File: config.mk
export PLATFORM = sky130hd
export DESIGN_NAME = ctrl_registers_flat
export DESIGN_NICKNAME = d
export VERILOG_FILES = /design/src/hdl/mempool_system_pkg.sv /design/src/hdl/mem_bus_if.sv /design/src/hdl/ctrl_registers.sv /design/src/flat_wrapper.sv
export SDC_FILE = /design/constraint.sdc
export NUM_CORES = 1
export LEC_CHECK = 0
export BUFFER_PORTS_ARGS = -buffer_cell sky130_fd_sc_hd__buf_2
export CORE_ASPECT_RATIO = 0.6
export CORE_UTILIZATION = 45
export CTS_BUF_LIST = sky130_fd_sc_hd__clkbuf_8
export DETAILED_ROUTE_END_ITERATION = 16
export PLACE_DENSITY = 0.81
export RECOVER_POWER = 25
export SLEW_MARGIN = 25
export SYNTH_ARGS = -nofsm -noshare
export SYNTH_HDL_FRONTEND = slang
export SYNTH_SLANG_ARGS = --single-unit
File: constraint.sdc
create_clock -name clk_i -period 1.72 [get_ports clk_i]
set_clock_uncertainty 0.05 [all_clocks]
set_input_delay 0.086 -clock clk_i [delete_from_list [all_inputs] [get_ports clk_i]]
set_output_delay 0.086 -clock clk_i [all_outputs]
set_load 0.1 [all_outputs]
File: src/hdl/mempool_system_pkg.sv
// MemPool system package
// Widths, address map, control register offsets and boot ROM contents

package mempool_system_pkg;

  // Bus widths
  typedef logic [31:0] addr_t;
  typedef logic [31:0] data_t;
  typedef logic [3:0]  strb_t;

  // Cores that can be woken up
  localparam int unsigned NumCores = 8;
  typedef logic [NumCores-1:0] core_mask_t;

  // L2 organisation, word interleaved over the banks
  localparam int unsigned NumL2Banks     = 4;
  localparam int unsigned L2BankNumWords = 256;
  localparam int unsigned L2Size         = NumL2Banks * L2BankNumWords * $bits(data_t) / 8;

  typedef logic [$clog2(NumL2Banks)-1:0]     bank_idx_t;
  typedef logic [$clog2(L2BankNumWords)-1:0] bank_addr_t;

  // Address map
  localparam addr_t L2BaseAddr      = 32'h8000_0000;
  localparam addr_t BootromBaseAddr = 32'hA000_0000;
  localparam addr_t BootromEndAddr  = 32'hA000_FFFF; // Last byte of the region
  localparam addr_t CtrlBaseAddr    = 32'h4000_0000;
  localparam addr_t CtrlEndAddr     = 32'h4001_0000; // First byte past the region

  // Response source tracked by the decoder
  typedef enum logic [1:0] {
    TgtL2,
    TgtBootrom,
    TgtCtrl,
    TgtNone
  } target_e;

  // Control register offsets from CtrlBaseAddr
  localparam addr_t EocOffset      = 32'h0000_0000;
  localparam addr_t WakeUpOffset   = 32'h0000_0004;
  localparam addr_t NumCoresOffset = 32'h0000_0008;

  // Wake-up value that wakes every core
  localparam data_t WakeAll = 32'hFFFF_FFFF;

  // Boot program
  localparam int unsigned BootromNumWords = 8;

  localparam data_t BootromWords [BootromNumWords] = '{
    32'hF140_2573, // csrr a0, mhartid
    32'h0000_0297, // auipc t0, 0
    32'h0202_8293, // addi t0, t0, 32
    32'h3052_9073, // csrw mtvec, t0
    32'h0080_0593, // li a1, 8
    32'h3040_5073, // csrwi mie, 0
    32'h1050_0073, // wfi
    32'hFFDF_F06F  // j back to wfi
  };

endpackage
File: src/hdl/mem_bus_if.sv
// Memory bus between the address decoder and its targets
// Request is taken in the cycle req is high, response follows one cycle later

interface mem_bus_if;

  logic                      req;
  logic                      we;
  mempool_system_pkg::addr_t addr;
  mempool_system_pkg::data_t wdata;
  mempool_system_pkg::strb_t be;

  logic                      rvalid;
  mempool_system_pkg::data_t rdata;
  logic                      err;   // Rejected access, rdata is zero

  modport initiator (
    output req, we, addr, wdata, be,
    input  rvalid, rdata, err
  );

  modport target (
    input  req, we, addr, wdata, be,
    output rvalid, rdata, err
  );

endinterface

File: src/hdl/ctrl_registers.sv
// Control registers
// End-of-computation flag, per-core wake-up pulses and the core count

module ctrl_registers (
  input  logic                           clk_i,
  input  logic                           reset_i,
  mem_bus_if.target                      bus,
  output logic                           eoc_valid_o,
  output mempool_system_pkg::core_mask_t wake_up_o
);

  mempool_system_pkg::addr_t      offset;
  mempool_system_pkg::data_t      eoc_q;
  mempool_system_pkg::data_t      rdata_d, rdata_q;
  mempool_system_pkg::core_mask_t wake_up_d, wake_up_q;
  logic                           err_d, err_q;
  logic                           rvalid_q;

  assign offset = bus.addr - mempool_system_pkg::CtrlBaseAddr;

  // Register access, byte enables are ignored here
  always_comb begin
    rdata_d   = '0;
    err_d     = 1'b0;
    wake_up_d = '0;
    if (bus.req) begin
      unique case (offset)
        mempool_system_pkg::EocOffset: begin
          if (!bus.we) rdata_d = eoc_q;
        end
        mempool_system_pkg::WakeUpOffset: begin
          if (bus.we) begin   // Reads return zero
            if (bus.wdata == mempool_system_pkg::WakeAll) begin
              wake_up_d = '1;
            end else if (bus.wdata < mempool_system_pkg::NumCores) begin
              wake_up_d = mempool_system_pkg::core_mask_t'(1) << bus.wdata;
            end
          end
        end
        mempool_system_pkg::NumCoresOffset: begin
          if (bus.we) err_d = 1'b1; // Read-only
          else rdata_d = mempool_system_pkg::NumCores;
        end
        default: err_d = 1'b1;
      endcase
    end
  end

  always_ff @(posedge clk_i) begin
    if (reset_i) begin
      eoc_q     <= '0;
      wake_up_q <= '0;
      rvalid_q  <= 1'b0;
      err_q     <= 1'b0;
    end else begin
      rvalid_q  <= bus.req;
      err_q     <= err_d;
      wake_up_q <= wake_up_d;   // One-cycle pulse, lines up with the response
      if (bus.req && bus.we && offset == mempool_system_pkg::EocOffset) begin
        eoc_q <= bus.wdata;
      end
    end
  end

  always_ff @(posedge clk_i) begin
    rdata_q <= rdata_d;
  end

  assign bus.rvalid  = rvalid_q;
  assign bus.rdata   = rdata_q;
  assign bus.err     = err_q;
  assign eoc_valid_o = eoc_q[0];
  assign wake_up_o   = wake_up_q;

endmodule : ctrl_registers

File: src/flat_wrapper.sv
// flat-port wrapper written by rule: the top's interface ports become plain ports
module ctrl_registers_flat 
  (clk_i, reset_i, eoc_valid_o, wake_up_o, bus_req, bus_we, bus_addr, bus_wdata, bus_be, bus_rvalid, bus_rdata, bus_err);
  mem_bus_if bus_i ();
  input  logic clk_i;
  input  logic reset_i;
  output logic eoc_valid_o;
  output mempool_system_pkg::core_mask_t wake_up_o;
  input wire logic [$bits(bus_i.req)-1:0] bus_req;
  input wire logic [$bits(bus_i.we)-1:0] bus_we;
  input wire logic [$bits(bus_i.addr)-1:0] bus_addr;
  input wire logic [$bits(bus_i.wdata)-1:0] bus_wdata;
  input wire logic [$bits(bus_i.be)-1:0] bus_be;
  output wire logic [$bits(bus_i.rvalid)-1:0] bus_rvalid;
  output wire logic [$bits(bus_i.rdata)-1:0] bus_rdata;
  output wire logic [$bits(bus_i.err)-1:0] bus_err;
  assign bus_i.req = bus_req;
  assign bus_i.we = bus_we;
  assign bus_i.addr = bus_addr;
  assign bus_i.wdata = bus_wdata;
  assign bus_i.be = bus_be;
  assign bus_rvalid = bus_i.rvalid;
  assign bus_rdata = bus_i.rdata;
  assign bus_err = bus_i.err;
  ctrl_registers u_core (.clk_i(clk_i), .reset_i(reset_i), .bus(bus_i), .eoc_valid_o(eoc_valid_o), .wake_up_o(wake_up_o));
endmodule
==> reports/metrics.csv <==
stage;metric;value;unit
floorplan;core;6220;um^2
synth;synth_fa_ha_area_frac;0;
pwr;p_sw_frac;0.239;
timing;finalSetupViolations;0;
floorplan;start_util;0.475;
placed_design;dp.final_hpwl;5560;um
placed_design;dp_slack;0.0798;ns
critical_path;crit_arrival;1.89;ns
synth;synthesis.area;2960;um^2
synth;yosys.area_share.simple;0.297;
clock_tree;cts_tree;done;
detailed_routing;antenna_left;0;
clock_tree;ctsLongestPathBuffers;2;
critical_path;crit_fanout;3;
timing;tightest_slew;0.553;ns
pwr;powerDensity;804;nW/um^2
finish;stdcell_count;523;
timing;final_hold_viol_count;0;
synth;ys.flop_type;dfxtp_1;
detailed_routing;avgRoutedWirePerCell;16.9;um
floorplan;rows;22;
timing;rsz0062_at_grt;true;
synth;yosysWarnings;0;
pwr;p_seq_frac;0.511;
global_routing;antenna_found_initial;0;
synth;synth_edf_count;0;
detailed_routing;drt_pre_antenna_iters;5;
pwr;clkPwrFrac;0.401;
floorplan;ios;115;
synth;ys_types;29;
global_routing;grt_pass1_wl;14000;um
detailed_routing;vias;2964;
detailed_routing;finalWirelength;8820;um
finish;nets;506;
timing;final.min_clock_period;1.67;ns
status;status;finished clean;
job;max_cap_viol_count;0;
critical_path;crit_path_start_kind;input port;
hold_path;hold_path_class;in -> reg;
synth;syn-num-nets;373;
timing;fin_crit_sh;0.972;
synth;synth_mux_area_frac;0;
synth;yosysSeqAreaShare;0.501;
clock_tree;cts_sinks;74;
pwr;p_sw;0.000801;W
floorplan;dieArea;6910;um^2
synth;synth-compound-area-share;0.153;
synth;synth-xor-area-share;0;
floorplan;dieWidth;107;um
placed_design;place.gp.congestion;0.833;
clock_tree;cts_root_buffer;clkbuf_8;
pwr;comb_power_share;0.088;
pwr;ir_worst_vdd;0.436;mV
synth;synth.avg_cell_area;9.82;um^2
timing;holdWs;0.0244;ns
critical_path;setup.worst_path.end_class;flop;
detailed_routing;via_per_inst;5.67;
global_routing;track_usage;0.265;
pwr;power.internal;0.00256;W
timing;setup-tns-final;0;ns
timing;relSlewSlack;0.633;
placed_design;dp.cells;475;
clock_tree;cts_inserted_buffers;9;
synth;async_flop_share;0;
clock_tree;cts.clk_slew.worst_paths;0.07;ns
timing;fmax;598;MHz
clock_tree;cts_setup_buffers;0;
synth;synth-seq-cells;74;
global_routing;grt_max_degree;34;
finish;drive_gt1_frac;0.353;
finish;final_core_util;0.671;
detailed_routing;drt_iter0_drc;207;
global_routing;grt_overflow;0;
critical_path;required;1.94;ns
critical_path;path_class;in -> reg;
floorplan;die_h;64.8;um
global_routing;grt_pass1_vias;2831;
pwr;p_leak;1.63;nW
synth;synth_top_family_by_area;simple AND/OR/NAND/NOR gates;
clock_tree;clkLatencyLatePin;0.34;ns
clock_tree;htree_levels;3;
placed_design;portBuffers;110;
finish;syn_to_final_growth;41.3;%
finish;diodes;0;
timing;worst_slack;0.0489;ns
detailed_routing;drc;0;
synth;synthCells;301;
timing;final-max-slew-violation-count;0;
[cell usage after synthesis (2+ instances only)]
cell type	instances	area (um^2)
a21oi_1	40	200
and2_1	32	200
and4_1	4	35.0
buf_2	7	35.0
buf_6	3	33.8
clkbuf_1	19	71.3
dfxtp_1	74	1480
nand4_1	47	294
nand4_2	2	25.0
nor2_1	6	22.5
nor2b_1	3	18.8
nor3_1	3	15.0
nor4_1	8	50.1
nor4_2	3	37.5
nor4_4	4	85.1
o31ai_1	32	240
or3b_1	2	17.5
[layout make-up]
cell class                      instances  area, um^2
Fill cell                             508        2040
Sequential cell                        74        1480
Multi-Input combinational cell        197        1400
Timing Repair Buffer                  151         980
Clock buffer                           10         138
Tap cell                               84         105
Clock inverter                          6        65.1
Inverter                                1        3.75
[cell families (layout without fill, tap and decap cells)]
family,count (synthesis),count (layout)
and+or+nand+nor,123,123
DFF,74,74
AOI/OAI and AO/OA,74,74
buffers and inverters,30,168
[power by group through the flow]
| stage | clock [W] | combinational [W] | sequential (W) |
|---|---|---|---|
| finish | 0.00135 | 0.000296 | 0.00171 |
| detailed placement | 0 | 0.000216 | 0.00175 |
| CTS | 0.00137 | 0.000274 | 0.00171 |
| global placement | 0 | 0.000209 | 0.00175 |
| floorplan | 0 | 0.0000584 | 0.00177 |
| global route | 0.00145 | 0.000315 | 0.00171 |
[worst paths after layout]
| check | start | to | slack [ns] | cells past startpoint |
|---|---|---|---|---|
| min reg2reg | u_core.eoc_q[8]$_SDFFE_PP0P_ | u_core.bus.rdata[8]$_SDFF_PN0_ | 0.41 | 1 |
| max reg2reg | u_core.eoc_q[3]$_SDFFE_PP0P_ | u_core.bus.rdata[3]$_SDFF_PN0_ | 0.95 | 2 |
| min | bus_wdata[1] | u_core.eoc_q[1]$_SDFFE_PP0P_ | 0.02 | 3 |
| max | bus_wdata[22] | u_core.wake_up_o[0]$_SDFF_PP0_ | 0.05 | 6 |
[through the flow]
stage,total power [W],cell area (um^2)
5_1_grt,0.00348,4180
3_5_place_dp,0.00197,3580
6_report,0.00336,4180
4_1_cts,0.00336,4100
3_3_place_gp,0.00196,3580
2_1_floorplan,0.00183,2960
[per-layer routing]
metal  up-vias  part of all wire  global-route usage
met5         -                 0                   0
met4         0            0.0093              0.0959
met1      1366              0.48               0.371
met2       177              0.43               0.396
li1       1411                 -                   -
met3        10             0.081              0.0654
[cells in the final DEF, fill, tap and decap left out, types with 3 or more instances in the layout]
master and n:
and2_1 32, nor2_1 5, dlygate4sd3_1 32, nand4_1 47, buf_4 5, nor4_4 6
buf_12 3, a21oi_1 40, clkbuf_2 28, and4_1 4, nor2b_1 3, buf_2 82
o31ai_1 32, dfxtp_1 74, clkbuf_8 10, nor4_2 8
[worst max-delay path, stage by stage]
cell	delay (ns)
dlygate4sd3_1	0.53
buf_2	0.16
nor4_4	0.22
nand4_1	0.22
or4_1	0.53
a21oi_1	0.15
[flip-flops by register name, indices dropped and copies added (netlist names)]
register           cells
u_core.bus.err         1
u_core.bus.rdata      32
u_core.eoc_q          32
u_core.wake_up_o       8
u_core.bus.rvalid      1
[what timing repair did]
action / CTS / global route
resized for setup: 0 / 12
endpoints found under the hold margin: 31 / 0
hold buffers: 32 / 0
setup endpoints to repair: 0 / 66
Note: power is estimated with default switching activity, not from simulation.
