## src/hdl/mempool_system_pkg.sv

```systemverilog
// MemPool system package
// Widths, address map, control register offsets and boot ROM contents

package mempool_system_pkg;

  // Bus widths
  typedef logic [31:0] addr_t;
  typedef logic [31:0] data_t;
  typedef logic [3:0]  strb_t;

  // Cores that can be woken up
  localparam int unsigned NumCores = 8;
  typedef logic [NumCores-1:0] core_mask_t;

  // L2 organisation, word interleaved over the banks
  localparam int unsigned NumL2Banks     = 4;
  localparam int unsigned L2BankNumWords = 256;
  localparam int unsigned L2Size         = NumL2Banks * L2BankNumWords * $bits(data_t) / 8;

  typedef logic [$clog2(NumL2Banks)-1:0]     bank_idx_t;
  typedef logic [$clog2(L2BankNumWords)-1:0] bank_addr_t;

  // Address map
  localparam addr_t L2BaseAddr      = 32'h8000_0000;
  localparam addr_t BootromBaseAddr = 32'hA000_0000;
  localparam addr_t BootromEndAddr  = 32'hA000_FFFF; // Last byte of the region
  localparam addr_t CtrlBaseAddr    = 32'h4000_0000;
  localparam addr_t CtrlEndAddr     = 32'h4001_0000; // First byte past the region

  // Response source tracked by the decoder
  typedef enum logic [1:0] {
    TgtL2,
    TgtBootrom,
    TgtCtrl,
    TgtNone
  } target_e;

  // Control register offsets from CtrlBaseAddr
  localparam addr_t EocOffset      = 32'h0000_0000;
  localparam addr_t WakeUpOffset   = 32'h0000_0004;
  localparam addr_t NumCoresOffset = 32'h0000_0008;

  // Wake-up value that wakes every core
  localparam data_t WakeAll = 32'hFFFF_FFFF;

  // Boot program
  localparam int unsigned BootromNumWords = 8;

  localparam data_t BootromWords [BootromNumWords] = '{
    32'hF140_2573, // csrr a0, mhartid
    32'h0000_0297, // auipc t0, 0
    32'h0202_8293, // addi t0, t0, 32
    32'h3052_9073, // csrw mtvec, t0
    32'h0080_0593, // li a1, 8
    32'h3040_5073, // csrwi mie, 0
    32'h1050_0073, // wfi
    32'hFFDF_F06F  // j back to wfi
  };

endpackage
```

## src/hdl/mem_bus_if.sv

```systemverilog
// Memory bus between the address decoder and its targets
// Request is taken in the cycle req is high, response follows one cycle later

interface mem_bus_if;

  logic                      req;
  logic                      we;
  mempool_system_pkg::addr_t addr;
  mempool_system_pkg::data_t wdata;
  mempool_system_pkg::strb_t be;

  logic                      rvalid;
  mempool_system_pkg::data_t rdata;
  logic                      err;   // Rejected access, rdata is zero

  modport initiator (
    output req, we, addr, wdata, be,
    input  rvalid, rdata, err
  );

  modport target (
    input  req, we, addr, wdata, be,
    output rvalid, rdata, err
  );

endinterface

```

## src/hdl/addr_decoder.sv

```systemverilog
// Address decoder for the host port
// Routes each request to one target and steers its response back one cycle later

module addr_decoder (
  input  logic                      clk_i,
  input  logic                      reset_i,

  input  logic                      req_i,
  input  logic                      we_i,
  input  mempool_system_pkg::addr_t addr_i,
  input  mempool_system_pkg::data_t wdata_i,
  input  mempool_system_pkg::strb_t be_i,
  output logic                      rvalid_o,
  output mempool_system_pkg::data_t rdata_o,
  output logic                      err_o,

  mem_bus_if.initiator              l2,
  mem_bus_if.initiator              rom,
  mem_bus_if.initiator              ctrl
);

  localparam mempool_system_pkg::addr_t L2EndAddr =
    mempool_system_pkg::L2BaseAddr + mempool_system_pkg::L2Size;

  mempool_system_pkg::target_e sel_d, sel_q;
  logic                        req_q; // Request pending for the error responder

  // Region select
  always_comb begin
    sel_d = mempool_system_pkg::TgtNone;
    if (addr_i >= mempool_system_pkg::L2BaseAddr && addr_i < L2EndAddr) begin
      sel_d = mempool_system_pkg::TgtL2;
    end else if (addr_i >= mempool_system_pkg::BootromBaseAddr &&
                 addr_i <= mempool_system_pkg::BootromEndAddr) begin
      sel_d = mempool_system_pkg::TgtBootrom; // End address is inclusive
    end else if (addr_i >= mempool_system_pkg::CtrlBaseAddr &&
                 addr_i < mempool_system_pkg::CtrlEndAddr) begin
      sel_d = mempool_system_pkg::TgtCtrl;
    end
  end

  // Only the selected target sees req
  assign l2.req   = req_i && (sel_d == mempool_system_pkg::TgtL2);
  assign rom.req  = req_i && (sel_d == mempool_system_pkg::TgtBootrom);
  assign ctrl.req = req_i && (sel_d == mempool_system_pkg::TgtCtrl);

  // Request fields are shared
  assign l2.we      = we_i;
  assign l2.addr    = addr_i;
  assign l2.wdata   = wdata_i;
  assign l2.be      = be_i;
  assign rom.we     = we_i;
  assign rom.addr   = addr_i;
  assign rom.wdata  = wdata_i;
  assign rom.be     = be_i;
  assign ctrl.we    = we_i;
  assign ctrl.addr  = addr_i;
  assign ctrl.wdata = wdata_i;
  assign ctrl.be    = be_i;

  always_ff @(posedge clk_i) begin
    if (reset_i) begin
      sel_q <= mempool_system_pkg::TgtNone;
      req_q <= 1'b0;
    end else begin
      sel_q <= sel_d;
      req_q <= req_i;
    end
  end

  // Response steering
  always_comb begin
    unique case (sel_q)
      mempool_system_pkg::TgtL2: begin
        rvalid_o = l2.rvalid;
        rdata_o  = l2.rdata;
        err_o    = l2.err;
      end
      mempool_system_pkg::TgtBootrom: begin
        rvalid_o = rom.rvalid;
        rdata_o  = rom.rdata;
        err_o    = rom.err;
      end
      mempool_system_pkg::TgtCtrl: begin
        rvalid_o = ctrl.rvalid;
        rdata_o  = ctrl.rdata;
        err_o    = ctrl.err;
      end
      default: begin            // Unmapped, answer with an error
        rvalid_o = req_q;
        rdata_o  = '0;
        err_o    = req_q;
      end
    endcase
  end

endmodule : addr_decoder

```

## src/flat_wrapper.sv

```systemverilog
// flat-port wrapper written by rule: the top's interface ports become plain ports
module addr_decoder_flat 
  (clk_i, reset_i, req_i, we_i, addr_i, wdata_i, be_i, rvalid_o, rdata_o, err_o, l2_req, l2_we, l2_addr, l2_wdata, l2_be, l2_rvalid, l2_rdata, l2_err, rom_req, rom_we, rom_addr, rom_wdata, rom_be, rom_rvalid, rom_rdata, rom_err, ctrl_req, ctrl_we, ctrl_addr, ctrl_wdata, ctrl_be, ctrl_rvalid, ctrl_rdata, ctrl_err);
  mem_bus_if l2_i ();
  mem_bus_if rom_i ();
  mem_bus_if ctrl_i ();
  input  logic clk_i;
  input  logic reset_i;
  input  logic req_i;
  input  logic we_i;
  input  mempool_system_pkg::addr_t addr_i;
  input  mempool_system_pkg::data_t wdata_i;
  input  mempool_system_pkg::strb_t be_i;
  output logic rvalid_o;
  output mempool_system_pkg::data_t rdata_o;
  output logic err_o;
  output wire logic [$bits(l2_i.req)-1:0] l2_req;
  output wire logic [$bits(l2_i.we)-1:0] l2_we;
  output wire logic [$bits(l2_i.addr)-1:0] l2_addr;
  output wire logic [$bits(l2_i.wdata)-1:0] l2_wdata;
  output wire logic [$bits(l2_i.be)-1:0] l2_be;
  input wire logic [$bits(l2_i.rvalid)-1:0] l2_rvalid;
  input wire logic [$bits(l2_i.rdata)-1:0] l2_rdata;
  input wire logic [$bits(l2_i.err)-1:0] l2_err;
  output wire logic [$bits(rom_i.req)-1:0] rom_req;
  output wire logic [$bits(rom_i.we)-1:0] rom_we;
  output wire logic [$bits(rom_i.addr)-1:0] rom_addr;
  output wire logic [$bits(rom_i.wdata)-1:0] rom_wdata;
  output wire logic [$bits(rom_i.be)-1:0] rom_be;
  input wire logic [$bits(rom_i.rvalid)-1:0] rom_rvalid;
  input wire logic [$bits(rom_i.rdata)-1:0] rom_rdata;
  input wire logic [$bits(rom_i.err)-1:0] rom_err;
  output wire logic [$bits(ctrl_i.req)-1:0] ctrl_req;
  output wire logic [$bits(ctrl_i.we)-1:0] ctrl_we;
  output wire logic [$bits(ctrl_i.addr)-1:0] ctrl_addr;
  output wire logic [$bits(ctrl_i.wdata)-1:0] ctrl_wdata;
  output wire logic [$bits(ctrl_i.be)-1:0] ctrl_be;
  input wire logic [$bits(ctrl_i.rvalid)-1:0] ctrl_rvalid;
  input wire logic [$bits(ctrl_i.rdata)-1:0] ctrl_rdata;
  input wire logic [$bits(ctrl_i.err)-1:0] ctrl_err;
  assign l2_req = l2_i.req;
  assign l2_we = l2_i.we;
  assign l2_addr = l2_i.addr;
  assign l2_wdata = l2_i.wdata;
  assign l2_be = l2_i.be;
  assign l2_i.rvalid = l2_rvalid;
  assign l2_i.rdata = l2_rdata;
  assign l2_i.err = l2_err;
  assign rom_req = rom_i.req;
  assign rom_we = rom_i.we;
  assign rom_addr = rom_i.addr;
  assign rom_wdata = rom_i.wdata;
  assign rom_be = rom_i.be;
  assign rom_i.rvalid = rom_rvalid;
  assign rom_i.rdata = rom_rdata;
  assign rom_i.err = rom_err;
  assign ctrl_req = ctrl_i.req;
  assign ctrl_we = ctrl_i.we;
  assign ctrl_addr = ctrl_i.addr;
  assign ctrl_wdata = ctrl_i.wdata;
  assign ctrl_be = ctrl_i.be;
  assign ctrl_i.rvalid = ctrl_rvalid;
  assign ctrl_i.rdata = ctrl_rdata;
  assign ctrl_i.err = ctrl_err;
  addr_decoder u_core (.clk_i(clk_i), .reset_i(reset_i), .req_i(req_i), .we_i(we_i), .addr_i(addr_i), .wdata_i(wdata_i), .be_i(be_i), .rvalid_o(rvalid_o), .rdata_o(rdata_o), .err_o(err_o), .l2(l2_i), .rom(rom_i), .ctrl(ctrl_i));
endmodule
```

## config.mk

```make
export PLATFORM = sky130hd
export DESIGN_NAME = addr_decoder_flat
export DESIGN_NICKNAME = d
export VERILOG_FILES = /design/src/hdl/mempool_system_pkg.sv /design/src/hdl/mem_bus_if.sv /design/src/hdl/addr_decoder.sv /design/src/flat_wrapper.sv
export SDC_FILE = /design/constraint.sdc
export NUM_CORES = 1
export LEC_CHECK = 0
export BUFFER_PORTS_ARGS = -buffer_cell sky130_fd_sc_hd__buf_2
export CAP_MARGIN = 0
export CORE_AREA = 5 5 160 162
export CTS_CLUSTER_DIAMETER = 50
export DETAILED_ROUTE_END_ITERATION = 10
export DIE_AREA = 0 0 165 167
export SETUP_SLACK_MARGIN = 0.4
export SLEW_MARGIN = 20
export SYNTH_ARGS = -nofsm -noshare
export SYNTH_HDL_FRONTEND = slang
export SYNTH_SLANG_ARGS = --single-unit
```

## constraint.sdc

```tcl
create_clock -name clk_i -period 1.5 [get_ports clk_i]
set_input_delay 0.225 -clock clk_i [delete_from_list [all_inputs] [get_ports clk_i]]
set_output_delay 0.225 -clock clk_i [all_outputs]
set_load 0.01 [all_outputs]
```

==> flow_summary.json, run 1 <==
{
  "dieArea_sq_mm": 0.0276,
  "die_y_microns": 167,
  "root_buffer": "clkbuf_16",
  "clk_pin_slew_ns": 0.03,
  "wire_per_inst_microns": 15.2,
  "synth_area_sq_mm": 0.00249,
  "drive_above_1_share_pct": 88.1,
  "cp-end-kind": "output port",
  "cts_tree": "yes",
  "relSlewSlack_pct": 76.7,
  "path_buf_inv": 2,
  "first_pass_iters": 4,
  "drv_slew": 0,
  "synthCells": 342,
  "ys_warn_count": 0,
  "vias": 2201,
  "crit_fanout": 5,
  "final_hold_viol_count": 0,
  "rows": 57,
  "core_sq_mm": 0.0240,
  "cts_buffer_depth": 2,
  "fillers": 2749,
  "grt_max_degree": 25,
  "vias_per_cell": 3.10,
  "synthTopCellsByArea": "buf_4, mux2i_1, o21ai_0, nand2_1, dfxtp_1",
  "power.leakage_uw": 0.00170,
  "h-tree-depth": 1,
  "hold_class": "input pin to flip-flop",
  "antenna_found_initial": 0,
  "max_stage_delay_ns": 0.51,
  "cp_top_family": "multiplexers",
  "cts-buffers-inserted": 3,
  "synth_seq_cells": 3,
  "detail_route.wirelength_mm": 10.8,
  "nets": 560,
  "worstSetupPathType": "flip-flop to output port",
  "pre_cts_slack_ns": -0.104,
  "grt.total_usage_pct": 6.03,
  "ir_worst_vdd_mv": 0.226,
  "n_antenna_cell": 0,
  "die_w_microns": 165,
  "critical_path_arrival_ns": 1.39,
  "gp_congestion": 0.618,
  "place_hpwl_mm": 8.63,
  "io_pins": 418,
  "crit_required_ns": 1.27,
  "overflow": 0,
  "critPathSlowestCell": "mux4_2",
  "synth_edf_count": 0,
  "first_iter_violations": 43,
  "layout_common_cells": "buf_2, o21ai_2, buf_4, nand2_2, mux2i_2",
  "dp_cells": 690,
  "clkSinkCount": 3,
  "setup_viol": 30,
  "synth_top_area_share_pct": 63.0,
  "initial_core_util_pct": 10.4,
  "finalCritPeriodShare_pct": 108,
  "ys_seq_area_share_pct": 2.41,
  "drc": 0,
  "p_per_area_mw_per_mm2": 294,
  "final.setup.worst_slack_ns": -0.118,
  "area_growth_pct": 31.2,
  "antenna_left": 0,
  "violations": "setup timing",
  "grt_first_pass_wirelength_mm": 12.8,
  "syn-num-nets": 516,
  "grt_pass1_vias": 2159,
  "cap_violations": 0,
  "cp-start-kind": "flip-flop",
  "cts_hold_buf": 0,
  "outcome": "complete, but fails checks",
  "fmax_mhz": 618,
  "cp_cell_sequence": "buf_12 > mux4_2 > buf_6",
  "worst_pin_slew_ns": 0.346,
  "final_common_cell": "buf_2",
  "finalNonFillerCells": 709,
  "place.port_buffers": 221,
  "finalCriticalPeriod_ns": 1.62,
  "netlist-cell-type-count": 23,
  "synthFlopType": "dfxtp_1",
  "synth_top_cell_by_area": "buf_4",
  "async_flop_share_pct": 0,
  "syn_area_per_cell_sq_um": 7.29,
  "rsz0062_at_grt": "yes"
}
==> where the power goes <==
group / internal [uW] / switching [uW] / total, uW
registers: 80.0 / 1.09 / 81.1
logic: 247 / 217 / 464
clock network: 350 / 67.2 / 417
==> final timing paths <==
check / end / startpoint / slack (ns) / cells after the start
worst min-delay path: u_core.req_q$_SDFF_PP0_ / reset_i / 0.23 / 2
worst max-delay path: err_o / u_core.sel_q[0]$_SDFF_PP1_ / -0.12 / 3
==> kinds of logic after synthesis <==
family	count (synthesis)	share of synthesized area [%]
AOI/OAI and AO/OA	34	6.83
buffers and inverters	218	64.8
muxes	34	14.7
and+or+nand+nor	53	11.3
DFF	3	2.41
==> area by class of cell <==
class	count	area, sq um	share of cell area, %
sequential	3	65.1	1.99
timing repair buffer	257	1620	49.6
multi-input combinational	121	1100	33.6
tap	324	405	12.4
clock buffer	4	78.8	2.41
==> cells in the mapped netlist, types with 2 or more instances <==
master / count
dfxtp_1: 3
nor4_1: 2
nand2_1: 33
nor2_1: 2
buf_4: 209
clkbuf_4: 2
nor4_4: 2
nand4_1: 2
clkbuf_1: 3
mux4_2: 2
o21ai_0: 26
o21ai_1: 7
nor2b_1: 5
buf_2: 4
mux2i_1: 32
==> per-layer routing <==
metal | share of wire, % | wire (microns) | vias to the layer above | track usage (%)
li1 | - | - | 997 | -
met1 | 37 | 3970 | 924 | 6.65
met2 | 44 | 4740 | 270 | 9.27
met3 | 18 | 1950 | 8 | 4.70
met4 | 0.59 | 63 | 2 | 0.796
met5 | 0.39 | 42 | - | 1.45
==> stage by stage <==
step                      util [%]  power (uW)  area, sq um  hold WS (ns)  setup TNS, ns
after floorplan                  -         706         2690         0.297              0
final                         13.6         963         3270         0.232          -1.48
after global placement        11.5         508         2770         0.450         -0.317
after detailed placement      11.5         513         2770         0.450         -0.249
after CTS                     12.4         954         2970         0.236          -1.61
after global routing          13.6        1030         3270         0.245          -3.32
==> flip-flops by register name, summed over array words and instances, names as in the netlist <==
signal        flops
u_core.sel_q      2
u_core.req_q      1
==> what timing repair did <==
| item | 4_1_cts | 5_1_grt |
|---|---|---|
| endpoints found under the setup margin | 39 | 39 |
| setup buffers | 4 | 5 |
| gates resized for setup | 20 | 35 |
| pin swaps | 4 | 4 |
| gates cloned | 1 | 5 |
No activity file was read; power rests on OpenSTA's default activity.
==> run 2, diff against run 1 <==
Settings changed: SKIP_LAST_GASP set to 1.
==> run 2 against run 1 <==
- the flow still finishes with violations (setup timing)
- routed wire length grew 0.50%
- via count is 0.95% higher
- cell count is 0.28% higher
- cell area is 0.92% higher
- global-route usage about the same
- critical endpoint unchanged
- largest cell class unchanged
- largest power group unchanged
==> flow_summary.json, run 2 (synthesis gave the netlist of run 1 again) <==
{
  "worstSetupPathType": "flip-flop to output port",
  "initial_core_util_pct": 10.4,
  "cp_cell_sequence": "buf_12 > mux4_2 > buf_6",
  "crit_fanout": 5,
  "finalNonFillerCells": 711,
  "ir_worst_vdd_mv": 0.227,
  "critical_path_arrival_ns": 1.39,
  "die_y_microns": 167,
  "crit_required_ns": 1.27,
  "grt_first_pass_wirelength_mm": 12.8,
  "drc": 0,
  "worstSetupStartpoint": "u_core.sel_q[0]$_SDFF_PP1_",
  "clkSinkCount": 3,
  "drv_slew": 0,
  "cts-buffers-inserted": 3,
  "antenna_found_initial": 0,
  "tns_ns": -1.52,
  "clk_pin_slew_ns": 0.03,
  "worstSetupPathDepth": 3,
  "root_buffer": "clkbuf_16",
  "setup_viol": 32,
  "totalPowerFinal_uw": 972,
  "endpoint": "err_o",
  "overflow": 0,
  "place_hpwl_mm": 8.63,
  "grt_max_degree": 25,
  "cp_top_family": "multiplexers",
  "cap_violations": 0,
  "core_sq_mm": 0.0240,
  "pre_cts_slack_ns": -0.104,
  "h-tree-depth": 1,
  "hold_class": "input pin to flip-flop",
  "cts_tree": "yes",
  "fin_area_sq_mm": 0.00330,
  "grt_pass1_vias": 2152,
  "dieArea_sq_mm": 0.0276,
  "cp-start-kind": "flip-flop",
  "finalCriticalPeriod_ns": 1.61,
  "cp-end-kind": "output port",
  "fmax_mhz": 620,
  "final.setup.worst_slack_ns": -0.114,
  "cts_buffer_depth": 2,
  "drive_above_1_share_pct": 87.9,
  "vias": 2222,
  "antenna_left": 0,
  "finalCritPeriodShare_pct": 108,
  "dp_cells": 690,
  "violations": "setup timing",
  "dpl-instance-area_sq_mm": 0.00277,
  "vias_per_cell": 3.13,
  "first_iter_violations": 45,
  "layout_common_cells": "buf_2, o21ai_2, buf_4, nand2_2, nand2_1",
  "io_pins": 418,
  "relSlewSlack_pct": 77.5,
  "reg.largest.list": "u_core.sel_q x2, u_core.req_q x1",
  "power.leakage_uw": 0.00171,
  "path_buf_inv": 2,
  "wire_per_inst_microns": 15.2,
  "rows": 57,
  "regMostFlops": "u_core.sel_q",
  "die_w_microns": 165,
  "detail_route.wirelength_mm": 10.8,
  "outcome": "complete, but fails checks",
  "hold_path_depth": 2,
  "first_pass_iters": 4,
  "critPathSlowestCell": "mux4_2",
  "gp_congestion": 0.618,
  "worst_pin_slew_ns": 0.334,
  "grt.total_usage_pct": 6.03,
  "final_hold_viol_count": 0,
  "final_common_cell": "buf_2",
  "area_growth_pct": 32.4,
  "place.port_buffers": 221,
  "p_per_area_mw_per_mm2": 295,
  "rsz0062_at_grt": "yes",
  "max_stage_delay_ns": 0.51,
  "n_antenna_cell": 0,
  "largest_reg_flops": 2,
  "nets": 562,
  "cts_hold_buf": 0
}
==> run 2: area by class of cell <==
type	count	area, sq um
multi-input combinational	121	1100
clock buffer	4	78.8
fill	2747	20700
tap	324	405
sequential	3	65.1
timing repair buffer	259	1650
==> run 2: what timing repair did <==
action,in CTS,in global routing
cloned,1,5
resized for setup,12,45
pin swaps,3,7
setup endpoints to repair,39,39
setup buffers,4,7
==> run 2: power by group <==
group	internal [uW]	switching, uW	leakage (uW)
registers	80.0	1.47	0.0000239
logic	253	220	0.00165
clock network	350	67.2	0.0000382
total	683	289	0.00171
==> run 2: how the worst min path moves through the flow <==
stage	slack, ns	endpoint	start
floorplan	0.30	u_core.req_q$_SDFF_PP0_	reset_i
global placement	0.45	l2_wdata[2]	wdata_i[2]
detailed placement	0.45	l2_wdata[2]	wdata_i[2]
CTS	0.24	u_core.req_q$_SDFF_PP0_	reset_i
global route	0.25	u_core.req_q$_SDFF_PP0_	reset_i
finish	0.23	u_core.req_q$_SDFF_PP0_	reset_i
==> run 2: metrics by stage <==
step | hold WS (ns) | utilization, %
after floorplan | 0.297 | -
after global placement | 0.450 | 11.5
after detailed placement | 0.450 | 11.5
after CTS | 0.236 | 12.3
after global routing | 0.245 | 13.8
final | 0.233 | 13.8
==> run 2: layer usage <==
layer	share of wire [%]	track usage, %	vias up
met2	44	9.29	261
met4	0.96	0.796	2
met5	0.39	1.45	-
li1	-	-	999
met1	37	6.62	948
met3	18	4.70	12
