===== config.mk =====
export PLATFORM = sky130hd
export DESIGN_NAME = bootrom_flat
export DESIGN_NICKNAME = d
export VERILOG_FILES = /design/src/hdl/mempool_system_pkg.sv /design/src/hdl/mem_bus_if.sv /design/src/hdl/bootrom.sv /design/src/flat_wrapper.sv
export SDC_FILE = /design/constraint.sdc
export NUM_CORES = 1
export LEC_CHECK = 0
export ABC_AREA = 1
export BUFFER_PORTS_ARGS = -buffer_cell sky130_fd_sc_hd__buf_2
export CELL_PAD_IN_SITES_DETAIL_PLACEMENT = 1
export CELL_PAD_IN_SITES_GLOBAL_PLACEMENT = 2
export CORE_MARGIN = 5
export CORE_UTILIZATION = 14
export CTS_CLUSTER_DIAMETER = 100
export DETAILED_ROUTE_END_ITERATION = 8
export HOLD_SLACK_MARGIN = 0.02
export PLACE_DENSITY = 0.78
export SYNTH_ARGS = -nofsm -noshare
export SYNTH_HDL_FRONTEND = slang
export SYNTH_SLANG_ARGS = --single-unit
export TNS_END_PERCENT = 10

===== constraint.sdc =====
create_clock -name clk_i -period 1.5 [get_ports clk_i]
set_input_delay 0.375 -clock clk_i [delete_from_list [all_inputs] [get_ports clk_i]]
set_output_delay 0.375 -clock clk_i [all_outputs]
set_load 0.1 [all_outputs]

===== src/hdl/mempool_system_pkg.sv =====
// MemPool system package
// Widths, address map, control register offsets and boot ROM contents

package mempool_system_pkg;

  // Bus widths
  typedef logic [31:0] addr_t;
  typedef logic [31:0] data_t;
  typedef logic [3:0]  strb_t;

  // Cores that can be woken up
  localparam int unsigned NumCores = 8;
  typedef logic [NumCores-1:0] core_mask_t;

  // L2 organisation, word interleaved over the banks
  localparam int unsigned NumL2Banks     = 4;
  localparam int unsigned L2BankNumWords = 256;
  localparam int unsigned L2Size         = NumL2Banks * L2BankNumWords * $bits(data_t) / 8;

  typedef logic [$clog2(NumL2Banks)-1:0]     bank_idx_t;
  typedef logic [$clog2(L2BankNumWords)-1:0] bank_addr_t;

  // Address map
  localparam addr_t L2BaseAddr      = 32'h8000_0000;
  localparam addr_t BootromBaseAddr = 32'hA000_0000;
  localparam addr_t BootromEndAddr  = 32'hA000_FFFF; // Last byte of the region
  localparam addr_t CtrlBaseAddr    = 32'h4000_0000;
  localparam addr_t CtrlEndAddr     = 32'h4001_0000; // First byte past the region

  // Response source tracked by the decoder
  typedef enum logic [1:0] {
    TgtL2,
    TgtBootrom,
    TgtCtrl,
    TgtNone
  } target_e;

  // Control register offsets from CtrlBaseAddr
  localparam addr_t EocOffset      = 32'h0000_0000;
  localparam addr_t WakeUpOffset   = 32'h0000_0004;
  localparam addr_t NumCoresOffset = 32'h0000_0008;

  // Wake-up value that wakes every core
  localparam data_t WakeAll = 32'hFFFF_FFFF;

  // Boot program
  localparam int unsigned BootromNumWords = 8;

  localparam data_t BootromWords [BootromNumWords] = '{
    32'hF140_2573, // csrr a0, mhartid
    32'h0000_0297, // auipc t0, 0
    32'h0202_8293, // addi t0, t0, 32
    32'h3052_9073, // csrw mtvec, t0
    32'h0080_0593, // li a1, 8
    32'h3040_5073, // csrwi mie, 0
    32'h1050_0073, // wfi
    32'hFFDF_F06F  // j back to wfi
  };

endpackage

===== src/hdl/mem_bus_if.sv =====
// Memory bus between the address decoder and its targets
// Request is taken in the cycle req is high, response follows one cycle later

interface mem_bus_if;

  logic                      req;
  logic                      we;
  mempool_system_pkg::addr_t addr;
  mempool_system_pkg::data_t wdata;
  mempool_system_pkg::strb_t be;

  logic                      rvalid;
  mempool_system_pkg::data_t rdata;
  logic                      err;   // Rejected access, rdata is zero

  modport initiator (
    output req, we, addr, wdata, be,
    input  rvalid, rdata, err
  );

  modport target (
    input  req, we, addr, wdata, be,
    output rvalid, rdata, err
  );

endinterface


===== src/hdl/bootrom.sv =====
// Boot ROM
// Serves the boot program, writes are rejected with an error

module bootrom (
  input  logic      clk_i,
  input  logic      reset_i,
  mem_bus_if.target bus
);

  localparam int unsigned IdxWidth = $clog2(mempool_system_pkg::BootromNumWords);

  mempool_system_pkg::addr_t word_idx;
  mempool_system_pkg::data_t rdata_d, rdata_q;
  logic                      rvalid_q;
  logic                      err_q;

  assign word_idx = (bus.addr - mempool_system_pkg::BootromBaseAddr) >> 2;

  always_comb begin
    rdata_d = '0;
    if (bus.req && !bus.we && word_idx < mempool_system_pkg::BootromNumWords) begin
      rdata_d = mempool_system_pkg::BootromWords[word_idx[IdxWidth-1:0]];
    end
  end

  always_ff @(posedge clk_i) begin
    if (reset_i) begin
      rvalid_q <= 1'b0;
      err_q    <= 1'b0;
    end else begin
      rvalid_q <= bus.req;
      err_q    <= bus.req && bus.we;  // Read-only
    end
  end

  always_ff @(posedge clk_i) begin
    rdata_q <= rdata_d;
  end

  assign bus.rvalid = rvalid_q;
  assign bus.rdata  = rdata_q;
  assign bus.err    = err_q;

endmodule : bootrom


===== src/flat_wrapper.sv =====
// flat-port wrapper written by rule: the top's interface ports become plain ports
module bootrom_flat 
  (clk_i, reset_i, bus_req, bus_we, bus_addr, bus_wdata, bus_be, bus_rvalid, bus_rdata, bus_err);
  mem_bus_if bus_i ();
  input  logic clk_i;
  input  logic reset_i;
  input wire logic [$bits(bus_i.req)-1:0] bus_req;
  input wire logic [$bits(bus_i.we)-1:0] bus_we;
  input wire logic [$bits(bus_i.addr)-1:0] bus_addr;
  input wire logic [$bits(bus_i.wdata)-1:0] bus_wdata;
  input wire logic [$bits(bus_i.be)-1:0] bus_be;
  output wire logic [$bits(bus_i.rvalid)-1:0] bus_rvalid;
  output wire logic [$bits(bus_i.rdata)-1:0] bus_rdata;
  output wire logic [$bits(bus_i.err)-1:0] bus_err;
  assign bus_i.req = bus_req;
  assign bus_i.we = bus_we;
  assign bus_i.addr = bus_addr;
  assign bus_i.wdata = bus_wdata;
  assign bus_i.be = bus_be;
  assign bus_rvalid = bus_i.rvalid;
  assign bus_rdata = bus_i.rdata;
  assign bus_err = bus_i.err;
  bootrom u_core (.clk_i(clk_i), .reset_i(reset_i), .bus(bus_i));
endmodule

==> metrics.log, run 1 <==
[metrics] area growth from synthesis to layout: 43.9%
[metrics] post-detailed-routing wire length: 2.43 mm
[metrics] number of global-route vias before repair: 938
[metrics] Setup-failing EPs final: 0
[metrics] critical path class: reg2out
[metrics] library cell with the largest summed area after synthesis: dfxtp_1
[metrics] H-tree depth: 1
[metrics] count of cells along the worst hold path: 2
[metrics] power density over the cells: between 700 and 800 mW/mm^2
[metrics] pin count of the biggest net entering global routing: 11
[metrics] placement-stage cell area: 0.00122 sq mm
[metrics] post-synth cell types: 16
[metrics] leading post-synthesis cells by instance count: nand2_1, nor2_1, dfxtp_1
[metrics] clock tree sinks: 18
[metrics] routed metal-1 wirelength: 865 um
[metrics] Design Area, Final: approximately 0.0013 sq mm
[metrics] Worst Setup Start Kind: flop
[metrics] die span in x: between 90 and 100 um
[metrics] most numerous cell in the Yosys netlist: nand2_1
[metrics] post-layout net count: 255
[metrics] async set or reset register ratio after synthesis: 0
[metrics] Clock transition at path regs: about 70 ps
[metrics] Critical path buffers and inverters: 1
[metrics] layout cells sized above 1: 0.469
[metrics] DR iter-0 viols: 22
[metrics] synthesis warning total: 0
[metrics] Remaining DRCs: 0
[metrics] number of placed instances with taps included: 247
[metrics] timing-limited maximum frequency: 708 MHz
[metrics] root cell of the clock tree: clkbuf_8
[metrics] CP delay by family, top: buffers and inverters
[metrics] count of max-cap constraint violations: 0
[metrics] effective utilization at floorplan: 0.143
[metrics] average instance area after synthesis: 7.59 sq um
[metrics] final cell count without fillers: 252
[metrics] count of boundary I/O pins: 106
[metrics] proportion of netlist area held by the largest area contributor: 0.399
[metrics] Max stage delay on crit path: 440 ps
[metrics] die boundary height: 90.3 um
[metrics] Highest Signal Layer: met4
[metrics] combined global-route utilization of all metal layers: 0.0584
[metrics] Layout Utilization: 0.206
[metrics] startpoint of the most critical hold path: reset_i
[metrics] deepest clock path buffer count: 2
[metrics] Slew Viols, Final: 0
[metrics] number of buffers created by CTS: 3
[metrics] RSZ-0062 raised after global routing: yes
[metrics] Worst Hold Path EP: u_core.bus.rvalid
[metrics] critical path data required time: 1120 ps
[metrics] Cell Area, Synth: 903 sq um
[metrics] number of stages on the worst setup path: 1
[metrics] arrival time at the worst endpoint: around 1000 ps
[metrics] area inside the core boundary: 0.00631 sq mm
[metrics] Wirelength per Cell: 9.62 um
[metrics] Syn Inst Count: around 120
[metrics] Setup crit end kind: primary output
[metrics] via total after detailed routing: around 860
[metrics] antenna fix cells: 0
[metrics] outcome: finished, final reports clean
[metrics] grt total ovfl: 0
[metrics] Final period util: 0.942
[metrics] Filler Cell Count: roughly 800
[metrics] worst min-delay path class: in2reg
[metrics] number of nets with antenna violations after routing: 0
[metrics] number of synthesized flops with an enable pin: 0
[metrics] static power due to leakage: a little under 0.8 nW
[metrics] CTS tree: done
[metrics] register bit total from synthesis: 18
[metrics] number of port buffers: 65
[metrics] DIE AREA: between 0.008 and 0.009 sq mm
[metrics] standard cell with the maximum stage delay on the critical path: buf_2
[metrics] Final Hold Violating Endpoints: 0
[metrics] maximum fanout along the worst path: 4
[metrics] Site Rows: 29
[metrics] top_reg_cell synth: dfxtp_1
[metrics] total power after layout: 0.00100 W
[metrics] iteration count of the initial detailed-routing pass: 2
[metrics] worst ir drop on vdd: 0.000282 V
[metrics] total length of routed met3 wires: 276 um
[metrics] Final GP Congestion: roughly 0.69
[metrics] sequence of cells on the critical path: buf_2
[metrics] wire length of the first global-routing pass: 4.00 mm
[metrics] largest cells by area after synthesis: dfxtp_1, buf_4, ha_1
[metrics] Via density: 3.42
[metrics] total half-perimeter wirelength after legalization and detailed placement: 2.14 mm
[metrics] initial antenna violation count: 0
[metrics] Final TNS setup: 0 ps
[metrics] post-synthesis sequential area ratio: 0.399
[metrics] routed length on met2: 1.23 mm
[metrics] Tmin final: 1410 ps
## cell families after synthesis
family,after synthesis,synth area share
simple gates,58,0.277
fa+ha+maj,7,0.0969
compound gates,1,0.00553
buf+inv,34,0.217
other cells,1,0.00415
flops,18,0.399
## registers in the layout, indices dropped and copies added (netlist names)
signal,count
u_core.bus.err,1
u_core.bus.rdata,16
u_core.bus.rvalid,1
## layout make-up
class                      instances  area (sq um)  area share
timing repair buffer              69           363       0.279
multi-input combinational         68           364       0.280
inverter                          16          60.1      0.0462
clock buffer                       4          55.1      0.0423
sequential                        18           362       0.278
tap                               77          96.3      0.0741
## worst max-delay path by stage
stage / slack, ps / startpoint / to
finish: 90 / u_core.bus.rdata[28] / bus_rdata[6]
global route: -10 / bus_addr[29] / u_core.bus.rdata[17]
global placement: -100 / bus_addr[29] / u_core.bus.rdata[29]
floorplan: -270 / u_core.bus.rdata[28] / bus_rdata[22]
detailed placement: -140 / bus_addr[29] / u_core.bus.rdata[29]
CTS: 70 / u_core.bus.rdata[10] / bus_rdata[8]
## per-stage QoR
| step | hold WS [ps] | setup WS [ps] |
|---|---|---|
| after global routing | 280 | -13.9 |
| after global placement | 553 | -97.0 |
| after CTS | 278 | 66.3 |
| final | 287 | 87.0 |
| after floorplan | 447 | -267 |
| after detailed placement | 557 | -140 |
## placed cells by master (no fill, tap or decap), types with 2 or more instances in the layout
cell type / count
buf_2: 65
dfxtp_1: 17
nand3_1: 9
ha_1: 7
buf_4: 2
nand3_2: 3
nand2_1: 23
buf_6: 2
conb_1: 2
inv_1: 15
nor2_1: 20
clkbuf_8: 4
## where the power goes
group / leakage (nW) / internal, W / switching, W
sequential: 0.146 / 0.000480 / 0.000000406
clock: 0.0288 / 0.000233 / 0.000150
combinational: 0.612 / 0.0000479 / 0.0000898
## repair_timing
action	in CTS	in global routing
setup endpoints to repair	0	2
gates resized for setup	0	5
hold buffers	0	0
buffers inserted	0	1
## metal layers
metal / global-route usage / up-vias
li1: - / 446
met1: 0.0544 / 378
met2: 0.105 / 32
met3: 0.0275 / 5
met4: 0.0298 / 0
met5: 0 / -
No activity file was read; power rests on OpenSTA's default activity.
==> inputs of run 2 (changes only) <==
- CORE_MARGIN: 5 -> 4
- CORE_UTILIZATION: 14 -> 15
- PLACE_DENSITY: 0.78 -> 0.82
- clock period: 1.5 -> 1.7 ns (I/O delays scaled with it)
==> metrics.log, run 2 (synthesized netlist as in run 1, its figures left out) <==
[metrics] via total after detailed routing: 847 (-1.6%)
[metrics] Final GP Congestion: 0.771 (+12%)
[metrics] outcome: finished, final reports clean
[metrics] cts hold-fix bufs: 0 (unchanged)
[metrics] arrival time at the worst endpoint: 1670 ps (+630 ps)
[metrics] standard cell with the maximum stage delay on the critical path: ha_1
[metrics] final-layout worst hold slack: 339 ps (+52.5 ps)
[metrics] Final period util: 0.872
[metrics] Site Rows: 28 (-3.4%)
[metrics] logic gate share of total power: 0.135 (-0.003)
[metrics] Max stage delay on crit path: 260 ps (-180 ps)
[metrics] Setup-failing EPs final: 0 (unchanged)
[metrics] DIE AREA: 0.00733 sq mm (-10%)
[metrics] die span in x: 85.6 um (-5.2%)
[metrics] count of cells resized by post-cts repair: 0 (unchanged)
[metrics] die boundary height: 85.6 um (-5.2%)
[metrics] area inside the core boundary: 0.00589 sq mm (-6.8%)
[metrics] Layout Utilization: 0.213 (+0.00710)
[metrics] cell internal power dissipation: 0.000672 W (-12%)
[metrics] clock tree sinks: 18 (unchanged)
[metrics] static power due to leakage: 0.769 nW (-2.2%)
[metrics] Wirelength per Cell: 9.63 um (about the same)
[metrics] commonest cells after routing, fill and taps aside: buf_2, nand2_1, nor2_1
[metrics] Design Area, Final: 0.00125 sq mm (-3.6%)
[metrics] most common cell after layout, fill and taps aside: buf_2
[metrics] cell mode on critical path: nand2_1
[metrics] critical path class: in2reg
[metrics] final cell count without fillers: 247 (-2.0%)
[metrics] Tmin final: approximately 1500 ps
[metrics] power density over the cells: 704 mW/mm^2 (-8.5%)
[metrics] number of buffers created by CTS: 3 (unchanged)
[metrics] Worst Setup Start Kind: input port
[metrics] NetSw: 0.000212 W (-12%)
[metrics] placement-stage cell area: 0.00120 sq mm (-1.4%)
[metrics] Slew Viols, Final: 0 (unchanged)
[metrics] Setup crit end kind: flop
[metrics] count of boundary I/O pins: 106 (unchanged)
[metrics] Final Hold Violating Endpoints: 0 (unchanged)
[metrics] root cell of the clock tree: clkbuf_8
[metrics] post-layout net count: 252 (-1.2%)
[metrics] number of nets with antenna violations after routing: 0 (unchanged)
[metrics] H-tree depth: 1 (unchanged)
[metrics] maximum fanout along the worst path: 8 (+4)
[metrics] antenna fix cells: 0 (unchanged)
[metrics] initial antenna violation count: 0 (unchanged)
[metrics] Via density: 3.43 (+0.37%)
[metrics] combined global-route utilization of all metal layers: 0.0659 (+0.00750)
[metrics] iteration count of the initial detailed-routing pass: 3 (+1)
[metrics] number of placed instances with taps included: 243 (-1.6%)
[metrics] number of global-route vias before repair: 903 (-3.7%)
[metrics] pin count of the biggest net entering global routing: 11 (unchanged)
[metrics] critical path data required time: 1890 ps (+770 ps)
[metrics] wire length of the first global-routing pass: 3.88 mm (-3.0%)
[metrics] sequence of cells on the critical path: buf_2 -> inv_1 -> ha_1 -> nand2_1 -> inv_1 -> nand2_1 -> nor2_1 -> nand2_1 -> nor2_4 -> buf_4 -> nand3_1 -> nand2_1
[metrics] RSZ-0062 raised after global routing: no
[metrics] timing-limited maximum frequency: 674 MHz
[metrics] layout cells sized above 1: 0.442 (-0.0267)
[metrics] post-CTS repair timing setup buffer count: 0 (unchanged)
[metrics] share of power burned in registers: 0.480 (about the same)
[metrics] count of max-cap constraint violations: 0 (unchanged)
[metrics] worst ir drop on vdd: 0.000195 V (-31%)
[metrics] CTS tree: done
[metrics] total half-perimeter wirelength after legalization and detailed placement: 2.11 mm (-1.2%)
[metrics] number of port buffers: 65 (unchanged)
[metrics] relative contribution of the clock network to total power: 0.384 (+0.002)
[metrics] switching portion of total power: 0.240 (about the same)
[metrics] Clock transition at path regs: 70 ps (about the same)
[metrics] Remaining DRCs: 0 (unchanged)
[metrics] max reg flops: 16 (unchanged)
[metrics] effective utilization at floorplan: 0.153 (+0.0104)
[metrics] post-detailed-routing wire length: 2.38 mm (-1.9%)
[metrics] count of cells along the worst hold path: 2 (unchanged)
[metrics] deepest clock path buffer count: 2 (unchanged)
[metrics] worst min-delay path class: in2reg
[metrics] area growth from synthesis to layout: 38.8%
[metrics] DR iter-0 viols: 11 (-50%)
[metrics] grt total ovfl: 0 (unchanged)
[run 2: critical path: cells and delay by family]
family	cells	cell delay, ps
fa+ha+maj	1	260
buf+inv	4	370
simple gates	7	610
[run 2: final cells by class]
type                    count  area [sq um]
fillers                   753          4630
flip-flops and latches     18           362
multi-input cells          68           350
repair buffers             66           333
well taps                  75          93.8
inverters                  16          60.1
clock buffers               4          55.1
[run 2: worst paths after layout]
check    startpoint                  end
max    bus_addr[29]  u_core.bus.rdata[2]
min         reset_i    u_core.bus.rvalid
[run 2: power by group through the flow]
stage	combinational (W)	sequential, W	clock, W
after floorplan	0.0000570	0.000450	0
after global placement	0.000118	0.000434	0
after detailed placement	0.000121	0.000434	0
after CTS	0.000122	0.000424	0.000356
after global routing	0.000134	0.000424	0.000373
final	0.000119	0.000424	0.000339
[run 2: stage by stage]
stage,worst slack (ps),power [W],setup TNS [ps]
CTS,192,0.000901,0
floorplan,-117,0.000507,-947
global placement,-18.2,0.000552,-59.5
finish,217,0.000883,0
global route,14.7,0.000931,0
detailed placement,-75.6,0.000555,-492
[run 2: routing by layer]
layer,track usage,vias up,share of wire
met1,0.0642,375,0.36
li1,-,441,-
met2,0.125,29,0.53
met4,0.0345,0,0.012
met3,0.0183,2,0.093
met5,0,-,0
==> inputs of run 3 (changes only) <==
- CORE_UTILIZATION: 15 -> 13
- HOLD_SLACK_MARGIN: 0.02 -> 0.06
- PLACE_DENSITY: 0.82 -> 0.76
- clock period: 1.7 -> 1.35 ns (I/O delays scaled with it)
==> metrics.log, run 3 (synthesized netlist as in run 1, its figures left out) <==
[metrics] outcome: finished, final reports clean
[metrics] pin count of the biggest net entering global routing: 11 (unchanged)
[metrics] total power after layout: 0.00116 W (+31%)
[metrics] Setup-failing EPs final: 0 (unchanged)
[metrics] worst ir drop on vdd: 0.000214 V (+9.8%)
[metrics] number of placed instances with taps included: 253 (+4.1%)
[metrics] die span in x: 91.4 um (+6.7%)
[metrics] met3 usage in global routing: 0.00580 (-0.0125)
[metrics] number of buffers created by CTS: 3 (unchanged)
[metrics] cell mode on critical path: nand2_1
[metrics] final cell count without fillers: 258 (+4.5%)
[metrics] Final GP Congestion: 0.670 (-13%)
[metrics] CP delay by family, top: simple AND/OR/NAND/NOR gates
[metrics] antenna fix cells: 0 (unchanged)
[metrics] M2 GR Usage: 0.125 (about the same)
[metrics] post-layout net count: 258 (+2.4%)
[metrics] combined flip-flop and latch cell area: 370 sq um (+2.4%)
[metrics] post-CTS repair timing setup buffer count: 0 (unchanged)
[metrics] commonest cells after routing, fill and taps aside: buf_12, buf_2, nand2_1
[metrics] Global Route met1 Usage: 0.0672 (+0.00299)
[metrics] deepest clock path buffer count: 2 (unchanged)
[metrics] area growth from synthesis to layout: 107%
[metrics] number of port buffers: 65 (unchanged)
[metrics] most crowded layer after global routing: met2
[metrics] iteration count of the initial detailed-routing pass: 4 (+1)
[metrics] multi-input logic area: 402 sq um (+15%)
[metrics] via total after detailed routing: 902 (+6.5%)
[metrics] layout cells sized above 1: 0.551 (+0.109)
[metrics] count of boundary I/O pins: 106 (unchanged)
[metrics] worst min-delay path class: in2reg
[metrics] Max stage delay on crit path: 240 ps (-20 ps)
[metrics] Wirelength per Cell: 10.1 um (+5.2%)
[metrics] Filler Cell Count: 774 (+2.8%)
[metrics] sequence of cells on the critical path: buf_8 -> inv_4 -> ha_4 -> nand2_1 -> inv_1 -> nand2_1 -> nor2_2 -> nand2_2 -> nor2_4 -> buf_6 -> nand3_2 -> nand2_1
[metrics] CTS tree: done
[metrics] static power due to leakage: 0.888 nW (+15%)
[metrics] Final period util: 0.959
[metrics] Setup crit end kind: flop
[metrics] combined global-route utilization of all metal layers: 0.0648 (-0.00105)
[metrics] effective utilization at floorplan: 0.134 (-0.0198)
[metrics] most common cell after layout, fill and taps aside: buf_12
[metrics] DIE AREA: 0.00835 sq mm (+14%)
[metrics] Slew Viols, Final: 0 (unchanged)
[metrics] power density over the cells: 619 mW/mm^2 (-12%)
[metrics] Remaining DRCs: 0 (unchanged)
[metrics] cts hold-fix bufs: 0 (unchanged)
[metrics] area inside the core boundary: 0.00676 sq mm (+15%)
[metrics] post-detailed-routing wire length: 2.61 mm (+9.9%)
[metrics] Worst Setup Start Kind: input port
[metrics] arrival time at the worst endpoint: 1490 ps (-180 ps)
[metrics] clock tree sinks: 18 (unchanged)
[metrics] DR iter-0 viols: 7 (-4)
[metrics] critical path class: in2reg
[metrics] Site Rows: 30 (+7.1%)
[metrics] grt total ovfl: 0 (unchanged)
[metrics] max reg flops: 16 (unchanged)
[metrics] wire length of the first global-routing pass: 4.36 mm (+12%)
[metrics] Via density: 3.50 (+2.0%)
[metrics] number of nets with antenna violations after routing: 0 (unchanged)
[metrics] Critical path buffers and inverters: 4 (unchanged)
[metrics] H-tree depth: 1 (unchanged)
[metrics] RSZ-0062 raised after global routing: yes
[metrics] die boundary height: 91.4 um (+6.7%)
[metrics] number of global-route vias before repair: 1000 (+11%)
[metrics] root cell of the clock tree: clkbuf_8
[metrics] critical path data required time: 1540 ps (-350 ps)
[metrics] Clock transition at path regs: 60 ps (about the same)
[metrics] count of max-cap constraint violations: 0 (unchanged)
[metrics] Final TNS setup: 0 ps (unchanged)
[metrics] maximum fanout along the worst path: 5 (-3)
[metrics] timing-limited maximum frequency: slightly below 800 MHz
[metrics] Tmin final: 1290 ps
[metrics] final-layout worst hold slack: 267 ps (-72.3 ps)
[metrics] initial antenna violation count: 0 (unchanged)
[metrics] Final Hold Violating Endpoints: 0 (unchanged)
[metrics] total half-perimeter wirelength after legalization and detailed placement: 2.17 mm (+2.9%)
[metrics] standard cell with the maximum stage delay on the critical path: ha_4
-- run 3: changes by cell type in the layout (fill, tap and decap cells not counted), moves of 3 or more --
cell,change
buf_2,-34
buf_12,+32
dfxtp_1,-5
nand3_1,-5
nand3_2,+5
buf_6,+4
dfxtp_2,+4
nor2_2,+3
-- run 3: metal layers --
| metal | wire length, um | vias to the layer above |
|---|---|---|
| li1 | - | 454 |
| met1 | 1010 | 401 |
| met2 | 1390 | 42 |
| met3 | 153 | 5 |
| met4 | 60 | 0 |
| met5 | 0 | - |
-- run 3: power breakdown --
| part | internal [W] | total (W) | switching (W) |
|---|---|---|---|
| logic | 0.0000755 | 0.000182 | 0.000107 |
| registers | 0.000531 | 0.000534 | 0.00000213 |
| clock network | 0.000259 | 0.000440 | 0.000180 |
| total | 0.000866 | 0.00116 | 0.000290 |
-- run 3: cell type report --
cell class / count / share of cell area
Timing Repair Buffer: 71 / 0.470
Multi-Input combinational cell: 69 / 0.215
Sequential cell: 18 / 0.198
Tap cell: 80 / 0.0536
Inverter: 16 / 0.0335
Clock buffer: 4 / 0.0295
-- run 3: worst paths after layout --
kind	startpoint	end	slack, ps	depth (start not counted)
hold / removal	reset_i	u_core.bus.rvalid	270	2
setup / recovery	bus_addr[29]	u_core.bus.rdata[30]	60	12
-- run 3: timing repair --
item / 4_1_cts / 5_1_grt
endpoints found under the setup margin: 8 / 13
pin swaps: 8 / 2
cloned: 1 / 0
gates resized for setup: 16 / 2
-- run 3: metrics by stage --
stage | instance area (sq um) | utilization | setup slack (ps)
4_1_cts | 1860 | 0.276 | 0.687
5_1_grt | 1870 | 0.276 | -55.5
3_3_place_gp | 1730 | 0.256 | -277
2_1_floorplan | 917 | - | -30.4
6_report | 1870 | 0.276 | 55.5
3_5_place_dp | 1730 | 0.256 | -302
